`config.mk`:
```
export PLATFORM = sky130hd
export DESIGN_NAME = mem_req_top
export DESIGN_NICKNAME = d
export VERILOG_FILES = /design/src/hdl/bank_req_pkg.sv /design/src/hdl/dram_req_pkg.sv /design/src/hdl/wb_src_if.sv /design/src/hdl/mem_req_top.sv /design/src/hdl/dram_req_arbiter.sv /design/src/hdl/wb_req_select.sv /design/src/hdl/stride_prefetcher.sv /design/src/hdl/fill_req_queue.sv /design/src/hdl/req_fifo.sv
export VERILOG_INCLUDE_DIRS = /design/src /design/src/hdl
export SDC_FILE = /design/constraint.sdc
export NUM_CORES = 1
export LEC_CHECK = 0
export BUFFER_PORTS_ARGS = -buffer_cell sky130_fd_sc_hd__buf_2
export CORE_AREA = 3 3 385 387
export DETAILED_ROUTE_END_ITERATION = 6
export DIE_AREA = 0 0 388 390
export PLACE_DENSITY = 0.46
export SLEW_MARGIN = 20
export SYNTH_ARGS = -nofsm -noshare
export SYNTH_HDL_FRONTEND = slang
export SYNTH_SLANG_ARGS = --single-unit
export TNS_END_PERCENT = 5
```
`constraint.sdc`:
```
create_clock -name clk -period 4.97 [get_ports clk]
set_input_delay 1.491 -clock clk [delete_from_list [all_inputs] [get_ports clk]]
set_output_delay 1.491 -clock clk [all_outputs]
set_load 0.1 [all_outputs]
```
`src/hdl/cache_defines.svh`:
```
`ifndef CACHE_DEFINES_SVH
`define CACHE_DEFINES_SVH

// Cache geometry
`define NUM_BANKS 4
`define LINE_BYTES 16
`define LINE_WIDTH (`LINE_BYTES * 8)
`define DRAM_ADDR_WIDTH 28

// Width of a bank index
`define BANK_BITS $clog2(`NUM_BANKS)

// Queue sizing
`define DFQ_DEPTH 4
`define PREF_DEPTH 4

// Prefetch distance in lines
`define PREF_STRIDE 1

`endif
```
`src/hdl/bank_req_pkg.sv`:
```
`include "cache_defines.svh"

package bank_req_pkg;

    // Line address as seen by DRAM
    typedef logic [`DRAM_ADDR_WIDTH-1:0] line_addr_t;

    typedef logic [`BANK_BITS-1:0] bank_idx_t;

    typedef logic [`NUM_BANKS-1:0] bank_mask_t;

    // Dirty line writeback from one bank
    typedef struct packed {
        logic [`LINE_BYTES-1:0] byteen;
        line_addr_t             addr;
        logic [`LINE_WIDTH-1:0] data;
    } wb_req_t;

    // One fill queue entry
    // Address slots of unmasked banks are don't care
    typedef struct packed {
        bank_mask_t                       mask;
        line_addr_t [`NUM_BANKS-1:0]      addr;
    } fill_entry_t;

endpackage

```
`src/hdl/dram_req_pkg.sv`:
```
`include "cache_defines.svh"

package dram_req_pkg;

    // Source granted in the current cycle in rising priority order
    typedef enum logic [1:0] {
        SRC_NONE,
        SRC_PREF,
        SRC_FILL,
        SRC_WB
    } req_src_e;

    // Merged DRAM request
    // rw is high for a write
    typedef struct packed {
        logic                      rw;
        logic [`LINE_BYTES-1:0]    byteen;
        bank_req_pkg::line_addr_t  addr;
        logic [`LINE_WIDTH-1:0]    data;
    } dram_req_t;

endpackage

```
`src/hdl/wb_src_if.sv`:
```
`timescale 1ns/100ps

`include "cache_defines.svh"

interface wb_src_if;

    import bank_req_pkg::*;

    logic      valid;
    bank_idx_t bank;
    wb_req_t   req;
    logic      take;

    // Writeback selector side
    modport sel (
        output valid,
        output bank,
        output req,
        input  take
    );

    // Arbiter side
    modport arb (
        input  valid,
        input  bank,
        input  req,
        output take
    );

endinterface

```
`src/hdl/mem_req_top.sv`:
```
`timescale 1ns/100ps

`include "cache_defines.svh"

module mem_req_top (
    input  logic                                         clk,
    input  logic                                         arst_n,
    input  logic [`NUM_BANKS-1:0]                        wb_valid,
    input  logic [`NUM_BANKS-1:0][`LINE_BYTES-1:0]       wb_byteen,
    input  logic [`NUM_BANKS-1:0][`DRAM_ADDR_WIDTH-1:0]  wb_addr,
    input  logic [`NUM_BANKS-1:0][`LINE_WIDTH-1:0]       wb_data,
    output logic [`NUM_BANKS-1:0]                        wb_ready,
    input  logic [`NUM_BANKS-1:0]                        fill_valid,
    input  logic [`NUM_BANKS-1:0][`DRAM_ADDR_WIDTH-1:0]  fill_addr,
    output logic                                         fill_ready,
    output logic                                         dram_req_valid,
    output logic                                         dram_req_rw,
    output logic [`LINE_BYTES-1:0]                       dram_req_byteen,
    output logic [`DRAM_ADDR_WIDTH-1:0]                  dram_req_addr,
    output logic [`LINE_WIDTH-1:0]                       dram_req_data,
    input  logic                                         dram_req_ready
);

    import bank_req_pkg::*;
    import dram_req_pkg::*;

    wb_req_t [`NUM_BANKS-1:0] wb_req;
    logic                     fq_valid;
    line_addr_t               fq_addr;
    logic                     fq_take;
    logic                     pref_valid;
    line_addr_t               pref_addr;
    logic                     pref_take;
    logic                     fill_issued;
    dram_req_t                dram_req;

    wb_src_if u_wb_if ();

    for (genvar i = 0; i < `NUM_BANKS; i++) begin : g_wb_pack
        assign wb_req[i] = '{byteen: wb_byteen[i], addr: wb_addr[i], data: wb_data[i]};
    end

    wb_req_select u_wb_req_select (
        .wb_valid (wb_valid),
        .wb_req   (wb_req),
        .wb_ready (wb_ready),
        .wb       (u_wb_if.sel)
    );

    fill_req_queue u_fill_req_queue (
        .clk        (clk),
        .arst_n     (arst_n),
        .fill_valid (fill_valid),
        .fill_addr  (fill_addr),
        .fill_ready (fill_ready),
        .out_valid  (fq_valid),
        .out_addr   (fq_addr),
        .out_take   (fq_take)
    );

    // Only fill reads feed the prefetcher
    stride_prefetcher u_stride_prefetcher (
        .clk         (clk),
        .arst_n      (arst_n),
        .fill_issued (fill_issued),
        .issued_addr (fq_addr),
        .pref_valid  (pref_valid),
        .pref_addr   (pref_addr),
        .pref_take   (pref_take)
    );

    dram_req_arbiter u_dram_req_arbiter (
        .clk            (clk),
        .arst_n         (arst_n),
        .wb             (u_wb_if.arb),
        .fill_valid     (fq_valid),
        .fill_addr      (fq_addr),
        .fill_take      (fq_take),
        .pref_valid     (pref_valid),
        .pref_addr      (pref_addr),
        .pref_take      (pref_take),
        .fill_issued    (fill_issued),
        .dram_req_valid (dram_req_valid),
        .dram_req       (dram_req),
        .dram_req_ready (dram_req_ready)
    );

    assign dram_req_rw     = dram_req.rw;
    assign dram_req_byteen = dram_req.byteen;
    assign dram_req_addr   = dram_req.addr;
    assign dram_req_data   = dram_req.data;

endmodule

```
`src/hdl/dram_req_arbiter.sv`:
```
`timescale 1ns/100ps

module dram_req_arbiter (
    input  logic                     clk,
    input  logic                     arst_n,
    wb_src_if.arb                    wb,
    input  logic                     fill_valid,
    input  bank_req_pkg::line_addr_t fill_addr,
    output logic                     fill_take,
    input  logic                     pref_valid,
    input  bank_req_pkg::line_addr_t pref_addr,
    output logic                     pref_take,
    output logic                     fill_issued,
    output logic                     dram_req_valid,
    output dram_req_pkg::dram_req_t  dram_req,
    input  logic                     dram_req_ready
);

    import dram_req_pkg::*;

    req_src_e src;

    // Writeback, then fill, then prefetch
    always_comb begin
        if (wb.valid) begin
            src = SRC_WB;
        end else if (fill_valid) begin
            src = SRC_FILL;
        end else if (pref_valid) begin
            src = SRC_PREF;
        end else begin
            src = SRC_NONE;
        end
    end

    assign dram_req_valid = (src != SRC_NONE);

    always_comb begin
        // Reads fetch the whole line
        dram_req.rw     = 1'b0;
        dram_req.byteen = '1;
        dram_req.addr   = pref_addr;
        dram_req.data   = '0;
        unique case (src)
            SRC_WB: begin
                dram_req.rw     = 1'b1;
                dram_req.byteen = wb.req.byteen;
                dram_req.addr   = wb.req.addr;
                dram_req.data   = wb.req.data;
            end
            SRC_FILL: begin
                dram_req.addr = fill_addr;
            end
            SRC_PREF, SRC_NONE: begin
                dram_req.addr = pref_addr;
            end
        endcase
    end

    assign wb.take     = dram_req_ready && (src == SRC_WB);
    assign fill_take   = dram_req_ready && (src == SRC_FILL);
    assign pref_take   = dram_req_ready && (src == SRC_PREF);
    assign fill_issued = fill_take;

    a_one_take: assert property (
        @(posedge clk) disable iff (!arst_n) $onehot0({wb.take, fill_take, pref_take})
    );

    a_take_needs_ready: assert property (
        @(posedge clk) disable iff (!arst_n)
        (wb.take || fill_take || pref_take) |-> dram_req_ready
    );

    // Sources hold their requests while DRAM stalls
    a_valid_held: assert property (
        @(posedge clk) disable iff (!arst_n)
        (dram_req_valid && !dram_req_ready) |=> dram_req_valid
    );

endmodule

```
`src/hdl/wb_req_select.sv`:
```
`timescale 1ns/100ps

`include "cache_defines.svh"

module wb_req_select (
    input  logic [`NUM_BANKS-1:0]                   wb_valid,
    input  bank_req_pkg::wb_req_t [`NUM_BANKS-1:0]  wb_req,
    output logic [`NUM_BANKS-1:0]                   wb_ready,
    wb_src_if.sel                                   wb
);

    import bank_req_pkg::*;

    bank_idx_t sel_bank;
    logic      found;

    // Lowest active bank wins
    always_comb begin
        sel_bank = '0;
        found    = 1'b0;
        for (int i = `NUM_BANKS - 1; i >= 0; i--) begin
            if (wb_valid[i]) begin
                sel_bank = bank_idx_t'(i);
                found    = 1'b1;
            end
        end
    end

    assign wb.valid = found;
    assign wb.bank  = sel_bank;
    assign wb.req   = wb_req[sel_bank];

    // Only the selected bank sees the take
    for (genvar i = 0; i < `NUM_BANKS; i++) begin : g_ready
        assign wb_ready[i] = wb.take && (wb.bank == bank_idx_t'(i));
    end

endmodule

```
`src/hdl/stride_prefetcher.sv`:
```
`timescale 1ns/100ps

`include "cache_defines.svh"

module stride_prefetcher (
    input  logic                     clk,
    input  logic                     arst_n,
    input  logic                     fill_issued,
    input  bank_req_pkg::line_addr_t issued_addr,
    output logic                     pref_valid,
    output bank_req_pkg::line_addr_t pref_addr,
    input  logic                     pref_take
);

    import bank_req_pkg::*;

    line_addr_t next_addr;
    logic       push;
    logic       empty;
    logic       full;

    assign next_addr = issued_addr + line_addr_t'(`PREF_STRIDE);

    // New prefetches are dropped once the queue is full
    assign push = fill_issued && !full;

    req_fifo #(
        .payload_t (line_addr_t),
        .DEPTH     (`PREF_DEPTH)
    ) u_fifo (
        .clk       (clk),
        .arst_n    (arst_n),
        .push      (push),
        .push_data (next_addr),
        .pop       (pref_take),
        .head      (pref_addr),
        .empty     (empty),
        .full      (full)
    );

    assign pref_valid = !empty;

    a_push_not_full: assert property (
        @(posedge clk) disable iff (!arst_n) push |-> !full
    );

endmodule

```
`src/hdl/fill_req_queue.sv`:
```
`timescale 1ns/100ps

`include "cache_defines.svh"

module fill_req_queue (
    input  logic                                      clk,
    input  logic                                      arst_n,
    input  logic [`NUM_BANKS-1:0]                     fill_valid,
    input  bank_req_pkg::line_addr_t [`NUM_BANKS-1:0] fill_addr,
    output logic                                      fill_ready,
    output logic                                      out_valid,
    output bank_req_pkg::line_addr_t                  out_addr,
    input  logic                                      out_take
);

    import bank_req_pkg::*;

    fill_entry_t head;
    logic        push;
    logic        pop;
    logic        empty;
    logic        full;
    bank_mask_t  done_mask;
    bank_mask_t  pending;
    bank_mask_t  rest;
    bank_idx_t   sel_bank;
    logic        last;

    assign fill_ready = !full;
    assign push       = (|fill_valid) && fill_ready;

    req_fifo #(
        .payload_t (fill_entry_t),
        .DEPTH     (`DFQ_DEPTH)
    ) u_fifo (
        .clk       (clk),
        .arst_n    (arst_n),
        .push      (push),
        .push_data ('{mask: fill_valid, addr: fill_addr}),
        .pop       (pop),
        .head      (head),
        .empty     (empty),
        .full      (full)
    );

    // Banks of the head entry not yet issued
    assign pending = head.mask & ~done_mask;

    always_comb begin
        sel_bank = '0;
        for (int i = `NUM_BANKS - 1; i >= 0; i--) begin
            if (pending[i]) begin
                sel_bank = bank_idx_t'(i);
            end
        end
        rest           = pending;
        rest[sel_bank] = 1'b0;
    end

    assign last      = ~|rest;
    assign pop       = out_take && last;
    assign out_valid = !empty;
    assign out_addr  = head.addr[sel_bank];

    always_ff @(posedge clk or negedge arst_n) begin
        if (!arst_n) begin
            done_mask <= '0;
        end else if (out_take) begin
            done_mask <= last ? '0 : (head.mask & ~rest);
        end
    end

endmodule

```
`src/hdl/req_fifo.sv`:
```
`timescale 1ns/100ps

module req_fifo #(
    parameter type payload_t = logic,
    parameter int  DEPTH     = 4
) (
    input  logic     clk,
    input  logic     arst_n,
    input  logic     push,
    input  payload_t push_data,
    input  logic     pop,
    output payload_t head,
    output logic     empty,
    output logic     full
);

    localparam int PTR_W = (DEPTH > 1) ? $clog2(DEPTH) : 1;
    localparam int CNT_W = $clog2(DEPTH + 1);

    payload_t         mem [DEPTH];
    logic [PTR_W-1:0] wr_ptr;
    logic [PTR_W-1:0] rd_ptr;
    logic [CNT_W-1:0] count;

    function automatic logic [PTR_W-1:0] ptr_inc(input logic [PTR_W-1:0] ptr);
        if (ptr == PTR_W'(DEPTH - 1)) begin
            return '0;
        end
        return ptr + 1'b1;
    endfunction

    always_ff @(posedge clk) begin
        if (push) begin
            mem[wr_ptr] <= push_data;
        end
    end

    always_ff @(posedge clk or negedge arst_n) begin
        if (!arst_n) begin
            wr_ptr <= '0;
            rd_ptr <= '0;
            count  <= '0;
        end else begin
            if (push) begin
                wr_ptr <= ptr_inc(wr_ptr);
            end
            if (pop) begin
                rd_ptr <= ptr_inc(rd_ptr);
            end
            // Simultaneous push and pop keeps the level
            case ({push, pop})
                2'b10:   count <= count + 1'b1;
                2'b01:   count <= count - 1'b1;
                default: count <= count;
            endcase
        end
    end

    assign head  = mem[rd_ptr];
    assign empty = (count == '0);
    assign full  = (count == CNT_W'(DEPTH));

    a_no_pop_empty: assert property (@(posedge clk) disable iff (!arst_n) pop |-> !empty);
    a_no_push_full: assert property (@(posedge clk) disable iff (!arst_n) push |-> !full);

endmodule

```
; Yosys cells after proc, flatten, opt, wreduce, memory -nomap -nowiden
; Memories as Yosys holds them, arrays and structs flattened.
; Cells that the tools add are included.
[totals]
reg_bits = 18
ram_bits = 576
in_bits = 811
output_inout_bits = 179
wordCells = 114
mem_count = 2
[mem_list]
columns = memory, depth, width, rd, rd_clocked_by_memory_dff, write_ports, line_no
row1 = u_fill_req_queue.u_fifo.mem, 4, 116, 1, 0, 1, req_fifo.sv:20  ; payload_t mem [DEPTH];
row2 = u_stride_prefetcher.u_fifo.mem, 4, 28, 1, 0, 1, req_fifo.sv:20
[classes]
add_sub_neg = 9
n_lt_le_gt_ge = 3
eq_ne = 16
muxes = 47
n_bitwise = 6
n_reduce_logical = 24
[ops]
columns = operator, count
row1 = binary-select mux 172 bit (select 2 bit), 1
row2 = two-way mux 172 bit, 1
row3 = two-way mux 128 bit, 1
row4 = case mux 28 bit (3 select lines), 1
row5 = binary-select mux 28 bit (select 2 bit), 1
row6 = two-way mux 2 bit, 18
row7 = "adder 28 x 1 -> 28 bit, second input constant", 1
row8 = two-way mux 28 bit, 1
row9 = "equality test 2 bit, second input constant", 10
row10 = two-way mux 1 bit, 18
row11 = two-way mux 17 bit, 1
row12 = AND 4 bit, 3
row13 = inverter 4 bit, 3
row14 = case mux 3 bit (2 select lines), 2
row15 = logical AND 1 bit, 11
row16 = "adder 2 x 1 -> 2 bit, second input constant", 4
row17 = "equality test 2 x 1 -> 1 bit, second input constant", 4
row18 = OR reduction 4 bit, 2
row19 = "adder 3 x 1 -> 3 bit, second input constant", 2
row20 = "equality test 3 bit, second input constant", 2
row21 = logical NOT 3 bit, 2
row22 = "less-than comparator 2 x 3 -> 1 bit, second input constant", 2
row23 = nonzero test 2 bit, 3
row24 = "subtractor 3 x 1 -> 3 bit, second input constant", 2
row25 = 6 further kinds, 9

; Longest topological paths before layout
; Gate-level depths: netlist (run 1).
[depth]
word_depth = 17
depth_mapped = 17

; Cells and area by module
; From an unflattened synthesis (run 1), not the netlist that was laid out.
[unflattened]
cells_unflattened = 2126
hier_area_um2 = 30339.1
[modules_own_cells]
columns = mod, n_inst, cells_each, area_per_inst_um2, seq_area_each_um2
row1 = req_fifo at u_fill_req_queue.u_fifo, 1, 644, 17110.2, 14108.5
row2 = wb_req_select, 1, 818, 5296.3, 0.0
row3 = req_fifo at u_stride_prefetcher.u_fifo, 1, 184, 4460.5, 3538.4
row4 = dram_req_arbiter, 1, 262, 1617.8, 0.0
row5 = fill_req_queue, 1, 141, 1320.0, 100.1
row6 = stride_prefetcher, 1, 77, 534.3, 0.0

; Worst setup path after synthesis (run 1)
; Ideal clock, no wire load.
[synth_timing]
kind = input to output
startpoint = in wb_valid[0]
endpoint = out dram_req_byteen[10]
arrival_time_ns = 5.572
required_time_ns = 3.479
setup_slack_ns = -2.093
stages = 7
path_buffers = 4
path_cell_list = clkbuf_1 -> nor2_1 -> clkbuf_1 -> clkbuf_1 -> clkbuf_1 -> mux2i_1 -> o21ai_0
[synth_via]
elab_chain_len = 4
elab_cells_between_ends = 7
cone_classes = eq/ne (1) / mux (6)
[synth_rtl]
columns = element, line_no
row1 = start: declaration, mem_req_top.sv:8  ; input logic [`NUM_BANKS-1:0] wb_valid,
row2 = two-way mux 2 bit or two-way mux 1 bit (tied branches), wb_req_select.sv:22  ; if (wb_valid[i]) begin
row3 = binary-select mux 172 bit (select 2 bit) or two-way mux 2 bit (tied branches), "wb_req_select.sv:31, dram_req_arbiter.sv:25"
row4 = two-way mux 172 bit (not written as such) or equality test 2 bit (tied branches), "wb_req_select.sv:31, dram_req_arbiter.sv:44"
row5 = two-way mux 17 bit (*), dram_req_arbiter.sv:44  ; unique case (src)
row6 = end: declaration, mem_req_top.sv:18  ; output logic [`LINE_BYTES-1:0] dram_req_byteen,
; Mark *: on every way between the ends. The rest lies on a longest branch, timed or not. The select of a mux whose other input is x is not followed.

; Worst setup path after layout (run 1)
[layout_timing]
startpoint = in wb_valid[2]
endpoint = out dram_req_data[50]
[layout_via]
elab_chain_len = 6
elab_cells_between_ends = 11
cone_classes = eq/ne (1) / mux (10)
[layout_rtl]
columns = element, line_no
row1 = two-way mux 2 bit or two-way mux 1 bit (tied branches) (3 in series), wb_req_select.sv:22
row2 = binary-select mux 172 bit (select 2 bit) or two-way mux 2 bit (tied branches), "wb_req_select.sv:31, dram_req_arbiter.sv:25"
row3 = two-way mux 172 bit (not written as such) or equality test 2 bit (tied branches), "wb_req_select.sv:31, dram_req_arbiter.sv:44"
row4 = two-way mux 128 bit (*), dram_req_arbiter.sv:44
row5 = end: declaration, mem_req_top.sv:20  ; output logic [`LINE_WIDTH-1:0] dram_req_data,
; Marked as above.

==> results of run 1 <==
[metrics by stage]
step	TNS, ns	setup WS [ns]
after CTS	-29.96	-0.361
after global placement	-46.48	-0.585
after detailed placement	-42.67	-0.600
final	-20.63	-0.405
after floorplan	-70.58	-0.404
after global routing	-28.15	-0.399
[power by group]
part / internal (W) / switching [W] / leakage (nW)
Clock: 0.00239 / 0.00197 / 0.890
Combinational: 0.00487 / 0.00757 / 9.73
Sequential: 0.00764 / 0.000354 / 5.54
Total: 0.0149 / 0.00990 / 16.2
[cells in the mapped netlist (5+ instances only)]
cell / count
a211oi_1: 25
edfxtp_1: 576
a221oi_1: 19
xor2_1: 12
mux4_2: 142
xnor2_1: 20
o22ai_1: 6
and2_1: 10
inv_1: 18
o221ai_1: 21
mux2i_1: 23
buf_1: 12
mux2_2: 159
o21ai_0: 36
nand2b_1: 6
a21oi_1: 61
o2bb2ai_1: 17
buf_6: 12
ha_1: 13
dfrtp_1: 18
nand2_1: 27
nor3_1: 18
nand3_1: 5
buf_4: 11
a222oi_1: 153
clkbuf_1: 102
a31oi_1: 5
buf_2: 15
nor2_1: 184
[worst paths after layout]
| path | slack [ns] | end |
|---|---|---|
| worst max register to register | 0.50 | u_stride_prefetcher.u_fifo.mem[0][26] |
| worst max-delay path | -0.40 | dram_req_data[50] |
| worst min-delay path | 0.52 | u_stride_prefetcher.u_fifo.count[0] |
| min in group asynchronous | 0.78 | u_fill_req_queue.u_fifo.wr_ptr[1] |
| max in group asynchronous | 3.84 | u_fill_req_queue.u_fifo.rd_ptr[1] |
| worst min register to register | 0.52 | u_stride_prefetcher.u_fifo.count[0] |
[cell usage in the layout, fill, tap and decap left out, types with 25 or more instances in the layout]
cell,count
buf_2,815
edfxtp_1,576
diode_2,299
buf_4,216
buf_12,212
a222oi_1,153
mux4_2,142
mux2_2,141
nor2_1,97
nor2_2,83
clkbuf_16,59
a21oi_1,29
nand2_1,25
[state kept, by name (all words and copies together), names as in the netlist]
register and count:
u_stride_prefetcher.u_fifo.count 3, u_fill_req_queue.u_fifo.mem 464, u_fill_req_queue.u_fifo.wr_ptr 2, u_stride_prefetcher.u_fifo.rd_ptr 2
u_fill_req_queue.u_fifo.rd_ptr 2, u_stride_prefetcher.u_fifo.wr_ptr 2, u_stride_prefetcher.u_fifo.mem 112, u_fill_req_queue.done_mask 4
u_fill_req_queue.u_fifo.count 3
[cell families after synthesis]
kind of cell,Yosys count,share of synthesized area [%]
buffers and inverters,171,2.79
muxes,324,18.4
DFF,594,62.4
xor gates and xnor gates,32,0.986
and+or+nand+nor,275,4.30
adders and majority gates,15,0.713
AOI/OAI and AO/OA,363,10.4
[worst max-delay path: stages]
cell	delay [ns]
buf_8	0.11
inv_6	0.05
a21oi_4	0.05
nor2_4	0.21
buf_12	0.20
buf_12	0.16
buf_8	0.11
buf_4	0.10
mux2_4	0.29
a222oi_1	0.65
buf_4	0.24
nor2_4	0.04
buf_12	0.16
[metal layers]
| metal | track usage [%] | wire, um | vias up |
|---|---|---|---|
| met1 | 31.0 | 74500 | 12600 |
| li1 | - | - | 10200 |
| met5 | 0 | 762 | - |
| met3 | 16.9 | 36200 | 508 |
| met4 | 13.4 | 11600 | 114 |
| met2 | 40.3 | 92100 | 1601 |
[area by class of cell]
cell class | count | area, um^2
Antenna cell | 299 | 748
Clock buffer | 64 | 1450
Clock inverter | 43 | 402
Fill cell | 14700 | 101000
Inverter | 19 | 77.6
Multi-Input combinational cell | 1009 | 11000
Sequential cell | 594 | 17800
Tap cell | 1917 | 2400
Timing Repair Buffer | 1282 | 10500
[repair_timing]
action / CTS / global route
buffers inserted: 21 / 5
gates cloned: 2 / 2
pin swaps: 109 / 32
endpoints found under the setup margin: 162 / 167
gates resized for setup: 129 / 54
==> key figures, run 1 <==
Outcome
  • Outcome: complete, but fails checks
  • Failing checks: DRC, setup timing

Power
  • Cell area power density: between 500 and 600 mW/mm^2
  • Peak VDD IR: 0.459 mV
  • Power, Total: 0.0248 W
  • Leak: 16.2 nW

Logic synthesis
  • Cell taking the most area after synthesis: edfxtp_1
  • Ys async rst share: 3.03%
  • Post-synthesis net count: around 2,600
  • Avg Inst Size Synth: 16.0 um^2
  • Yosys top cell area share: 60.8%
  • Post-Syn Area: around 0.028 mm^2
  • Synthesis-stage register bit count: slightly below 600
  • Synth Flop Type: edfxtp_1
  • Warnings from Yosys: 0
  • Top cells by area, synth: edfxtp_1 61%, mux4_2 11%, mux2_2 6.3%
  • Sequential area share after synthesis: a little over three fifths
  • Cell count after synthesis: 1,774
  • Post-synth EDFFs: between 500 and 600
  • Synth cell types: 59

GRT
  • Number of global-route vias before repair: around 24,000
  • Largest net degree at the start of global routing: 100
  • GR Overflow Total: 0
  • Initial antenna violation count: around 320
  • GRT Total Usage: 27.4%
  • First-pass GRT wire length: 266,000 um

Placed design
  • Placer Congestion: 1.07
  • Placed inst area: 0.0406 mm^2
  • Placed cells: 4,793
  • Port Buffers: 989
  • Post-DP HPWL: around 180,000 um

Worst setup path
  • Max Fanout on Critical Path: 8
  • Crit Path Category: in2out
  • Worst Setup Start Kind: input port
  • Depth of the worst register-to-register path: 18
  • Crit path DAT: 3.88 ns
  • Worst EP required: 3.48 ns
  • Crit. End Element: primary output
  • CP Launch Point: wb_valid[2]
  • Reg2reg start: u_fill_req_queue.u_fifo.rd_ptr[1]

STA
  • Final max-slew violation count: 0
  • Final min period: about 5.4 ns
  • Final setup fails: 137
  • Worst Slack Setup Final: -0.405 ns
  • Fin crit share: 108%
  • RSZ-0062 raised after global routing: yes
  • Pin slew with the least headroom to its limit: 0.882 ns
  • Clock Skew: 0.0434 ns
  • Fmax: 186 MHz
  • WHS: 0.521 ns
  • Final Hold Fails: 0
  • Slew margin rel.: 41.2%

Finish
  • Final nets: ~3,800
  • Post-Layout Cell Count: 5,227
  • Layout area overhead: 55.9%
  • Post-route cell area: 0.0443 mm^2
  • Core Util, Final: 30.5%
  • Share of cells above drive strength 1: 62.5%

CTS
  • Worst-skew pair later-pin latency: about 0.65 ns
  • H-Tree Depth: 2
  • CTS Buf Count: 57
  • Worst-path clk slew: 0.07 ns
  • Clock sink count: 594
  • Hold-fix buffers, CTS: 0
  • Clock Path Buffers: 3
  • CTS tree: built
  • Clock Root Buffer: clkbuf_16

Route
  • Residual DRC: 3
  • Routed vias/inst: 4.80
  • Post-route ant nets: 0
  • Drt initial violations: around 3,300
  • Final WL: 215,000 um
  • Average wire per standard cell: 41.2 um
  • Via count: roughly 25,000
  • Pre-antenna DRT Iters: 7

Worst hold path
  • Worst hold path depth: 1
  • Hold Crit Class: reg2reg
  • Hold_sp: u_stride_prefetcher.u_fifo.count[0]

Floorplanning
  • Core Region: 0.145 mm^2
  • Die W: 388 um
  • I/O pin cnt: 990
  • Row cnt: 140
  • Die height: 390 um
  • Initial core utilization: 19.6%
  • Die ar.: 0.151 mm^2

Flow run
  • Max-cap violation count: 0
Note: power is estimated with default switching activity, not from simulation.
==> run 2: changes to the inputs <==
--- a/config.mk
+++ b/config.mk
@@ -7,9 +7,10 @@
 export NUM_CORES = 1
 export LEC_CHECK = 0
 export BUFFER_PORTS_ARGS = -buffer_cell sky130_fd_sc_hd__buf_2
-export CORE_AREA = 3 3 385 387
+export CORE_AREA = 3 3 388 390
 export DETAILED_ROUTE_END_ITERATION = 6
-export DIE_AREA = 0 0 388 390
+export DIE_AREA = 0 0 391 393
+export GPL_TIMING_DRIVEN = 0
 export PLACE_DENSITY = 0.46
 export SLEW_MARGIN = 20
 export SYNTH_ARGS = -nofsm -noshare
==> run 2 against run 1 <==
  * The run still ends with DRC, setup timing left
  * Flip-flop and latch count stayed put
  * Fmax is 2.3% lower
  * Clock power hardly changed
  * Total power is 2.2% higher
  * Non-clock buffer count is 43 lower
  * Die area is 1.5% higher
  * Sequential share of layout area is 1.1 points higher
  * Design area is 2.7% lower
  * Setup slack worse by 0.13 ns
  * Hold slack worse by 0.0061 ns
  * Sequential power is 0.8% lower
  * Critical path type unchanged
==> key figures, run 2 (synthesis results as in run 1) <==
GRT
  • Largest net degree at the start of global routing: 43 (-57%)
  • Initial antenna violation count: 249 (-22%)
  • Grt met2 use: 41.9% (+1.7 points)
  • Met3 Use GR: 15.9% (-1.0 points)
  • Number of global-route vias before repair: 23,900 (-0.74%)
  • GR Overflow Total: 0 (unchanged)
  • GRT Total Usage: 27.5% (+0.16 points)
  • First-pass GRT wire length: 267,000 um (+0.45%)
  • Busiest layer in global routing: met2
  • Met1 Resource Use GR: 31.7% (+0.72 points)

Finish
  • Post-Layout Cell Count: 5,251 (+0.46%)
  • Max FFs per register: 464 (unchanged)
  • Final nets: 3,747 (-1.1%)
  • Layout area overhead: 51.8%
  • Commonest cells after routing, fill and taps aside: 821 x buf_2, 576 x edfxtp_1, 153 x a222oi_1
  • Most common cell after layout, fill and taps aside: buf_2
  • Post-route cell area: 0.0432 mm^2 (-2.7%)
  • Core Util, Final: 29.3% (-1.3 points)
  • Top reg by flops: u_fill_req_queue.u_fifo.mem
  • Largest regs: u_fill_req_queue.u_fifo.mem x464, u_stride_prefetcher.u_fifo.mem x112, u_fill_req_queue.done_mask x4
  • Share of cells above drive strength 1: 62.8% (+0.32 points)

Worst hold path
  • Hold Crit Class: reg2reg

Floorplanning
  • Core Region: 0.147 mm^2 (+1.6%)
  • I/O pin cnt: 990 (unchanged)
  • Row cnt: 141 (+0.71%)
  • Initial core utilization: 19.3% (-0.30 points)
  • Die W: 391 um (+0.77%)
  • Die ar.: 0.154 mm^2 (+1.5%)
  • Die height: 393 um (+0.77%)

Power
  • Clock Power Share: 17.3% (-0.3 points)
  • Cell-internal power: 0.0149 W (-0.22%)
  • Cell area power density: 587 mW/mm^2 (+5.0%)
  • Comb pwr share: 51.4% (+1.2 points)
  • Peak VDD IR: 0.357 mV (-22%)
  • Power, Total: 0.0254 W (+2.2%)
  • Sequential Power Share: 31.3% (-0.9 points)
  • Sw Share: 41.3% (+1.4 points)
  • Leak: 15.5 nW (-4.2%)
  • Psw: 0.0105 W (+5.9%)

Worst setup path
  • Worst path slowest cell: a222oi_1
  • Family with the most delay on the worst path: compound AO/OA/AOI/OAI gates
  • Max Fanout on Critical Path: 10 (+2)
  • CP dominant cell by count: buf_12
  • Worst Setup Start Kind: input port
  • CP Buf/Inv Count: 5 (-3)
  • Crit-path cells: buf_12 > clkinv_8 > a21oi_4 > nor2_4 > buf_12 > clkbuf_8 > mux2_2 > a222oi_1 > nor2_2 > buf_6
  • Crit path DAT: 4.01 ns (+0.13 ns)
  • Worst EP required: 3.48 ns (about the same)
  • Crit. End Element: primary output
  • Crit Path Category: in2out
  • Critical Path Max Stage Delay: 1.04 ns (+0.39 ns)

Placed design
  • Post-DP HPWL: 189,000 um (+2.8%)
  • Port Buffers: 988 (-0.10%)
  • Placer Congestion: 1.06 (-0.99%)
  • Placed cells: 4,720 (-1.5%)
  • Placed inst area: 0.0370 mm^2 (-9.0%)

Route
  • Residual DRC: 15 (+12)
  • Via count: 24,500 (-2.1%)
  • Routed vias/inst: 4.67 (-2.6%)
  • Final WL: 219,000 um (+1.9%)
  • Post-route ant nets: 0 (unchanged)
  • Drt initial violations: 2,753 (-18%)
  • Pre-antenna DRT Iters: 7 (unchanged)
  • Average wire per standard cell: 41.8 um (+1.5%)

CTS
  • Clock Path Buffers: 3 (unchanged)
  • Worst-skew pair later-pin latency: 0.64 ns (about the same)
  • CTS tree: built
  • CTS Buf Count: 58 (+1.8%)
  • Clock Root Buffer: clkbuf_16
  • Worst-path clk slew: 0.06 ns (about the same)
  • H-Tree Depth: 2 (unchanged)
  • Clock sink count: 594 (unchanged)

STA
  • Slew margin rel.: 13.7% (-28 points)
  • Final setup fails: 124 (-9.5%)
  • RSZ-0062 raised after global routing: yes
  • Fmax: 182 MHz (-2.3%)
  • Worst Slack Setup Final: -0.530 ns (-0.126 ns)
  • Final min period: 5.50 ns (+0.126 ns)
  • Final max-slew violation count: 0 (unchanged)
  • Fin crit share: 111% (+2.5 points)
  • Final Hold Fails: 0 (unchanged)
  • Clock Skew: 0.0272 ns (-0.0162 ns)
  • Pin slew with the least headroom to its limit: 1.29 ns (+0.413 ns)
  • WHS: 0.515 ns (-0.00605 ns)

Outcome
  • Failing checks: DRC, setup timing
  • Outcome: complete, but fails checks

Flow run
  • Max-cap violation count: 0 (unchanged)
run 2: layout make-up:
| cell class | count | area [um^2] |
|---|---|---|
| antenna | 351 | 878 |
| buffer | 152 | 1590 |
| clock buffer | 64 | 1500 |
| clock inverter | 45 | 362 |
| fill | 15200 | 104000 |
| inverter | 19 | 83.8 |
| multi-input combinational | 1009 | 11400 |
| sequential | 594 | 17700 |
| tap | 1930 | 2410 |
| timing repair buffer | 1087 | 7180 |
run 2: final timing paths:
check                                               startpoint                               endpoint  slack [ns]  depth (start not counted)
max reg2reg                  u_fill_req_queue.u_fifo.rd_ptr[0]  u_stride_prefetcher.u_fifo.mem[2][18]        0.16                         16
max in group asynchronous                               arst_n       u_fill_req_queue.u_fifo.count[0]        3.83                          1
min                        u_stride_prefetcher.u_fifo.count[2]    u_stride_prefetcher.u_fifo.count[2]        0.51                          1
min in group asynchronous                               arst_n      u_fill_req_queue.u_fifo.wr_ptr[1]        0.80                          1
max                                                wb_valid[2]                      dram_req_data[61]       -0.53                         10
min reg2reg                u_stride_prefetcher.u_fifo.count[2]    u_stride_prefetcher.u_fifo.count[2]        0.51                          1
run 2: timing repair:
item,in CTS,in global routing
pin swaps,106,70
endpoints found under the setup margin,203,162
hold buffers,0,0
resized for setup,613,182
cloned,1,1
buffers inserted,27,43
run 2: through the flow:
| stage | worst slack (ns) | TNS, ns |
|---|---|---|
| after floorplan | -0.404 | -70.58 |
| after global placement | -3.70 | -1985.46 |
| after detailed placement | -2.49 | -301.09 |
| after CTS | -0.514 | -16.34 |
| after global routing | -0.465 | -26.64 |
| final | -0.530 | -20.98 |
run 2: power by group through the flow:
stage / clock [W] / sequential (W) / combinational (W)
after floorplan: 0 / 0.00811 / 0.00665
after global placement: 0 / 0.00823 / 0.00997
after detailed placement: 0 / 0.00805 / 0.0107
after CTS: 0.00446 / 0.00795 / 0.0122
after global routing: 0.00467 / 0.00805 / 0.0136
final: 0.00439 / 0.00794 / 0.0130
run 2: per-layer routing:
metal  wire (um)  vias to the layer above  share of wire, %
met1       76700                    12300                35
met3       36400                      442                17
met2       96600                     1452                44
met4        9040                       86               4.1
met5         585                        -              0.27
li1            -                    10200                 -
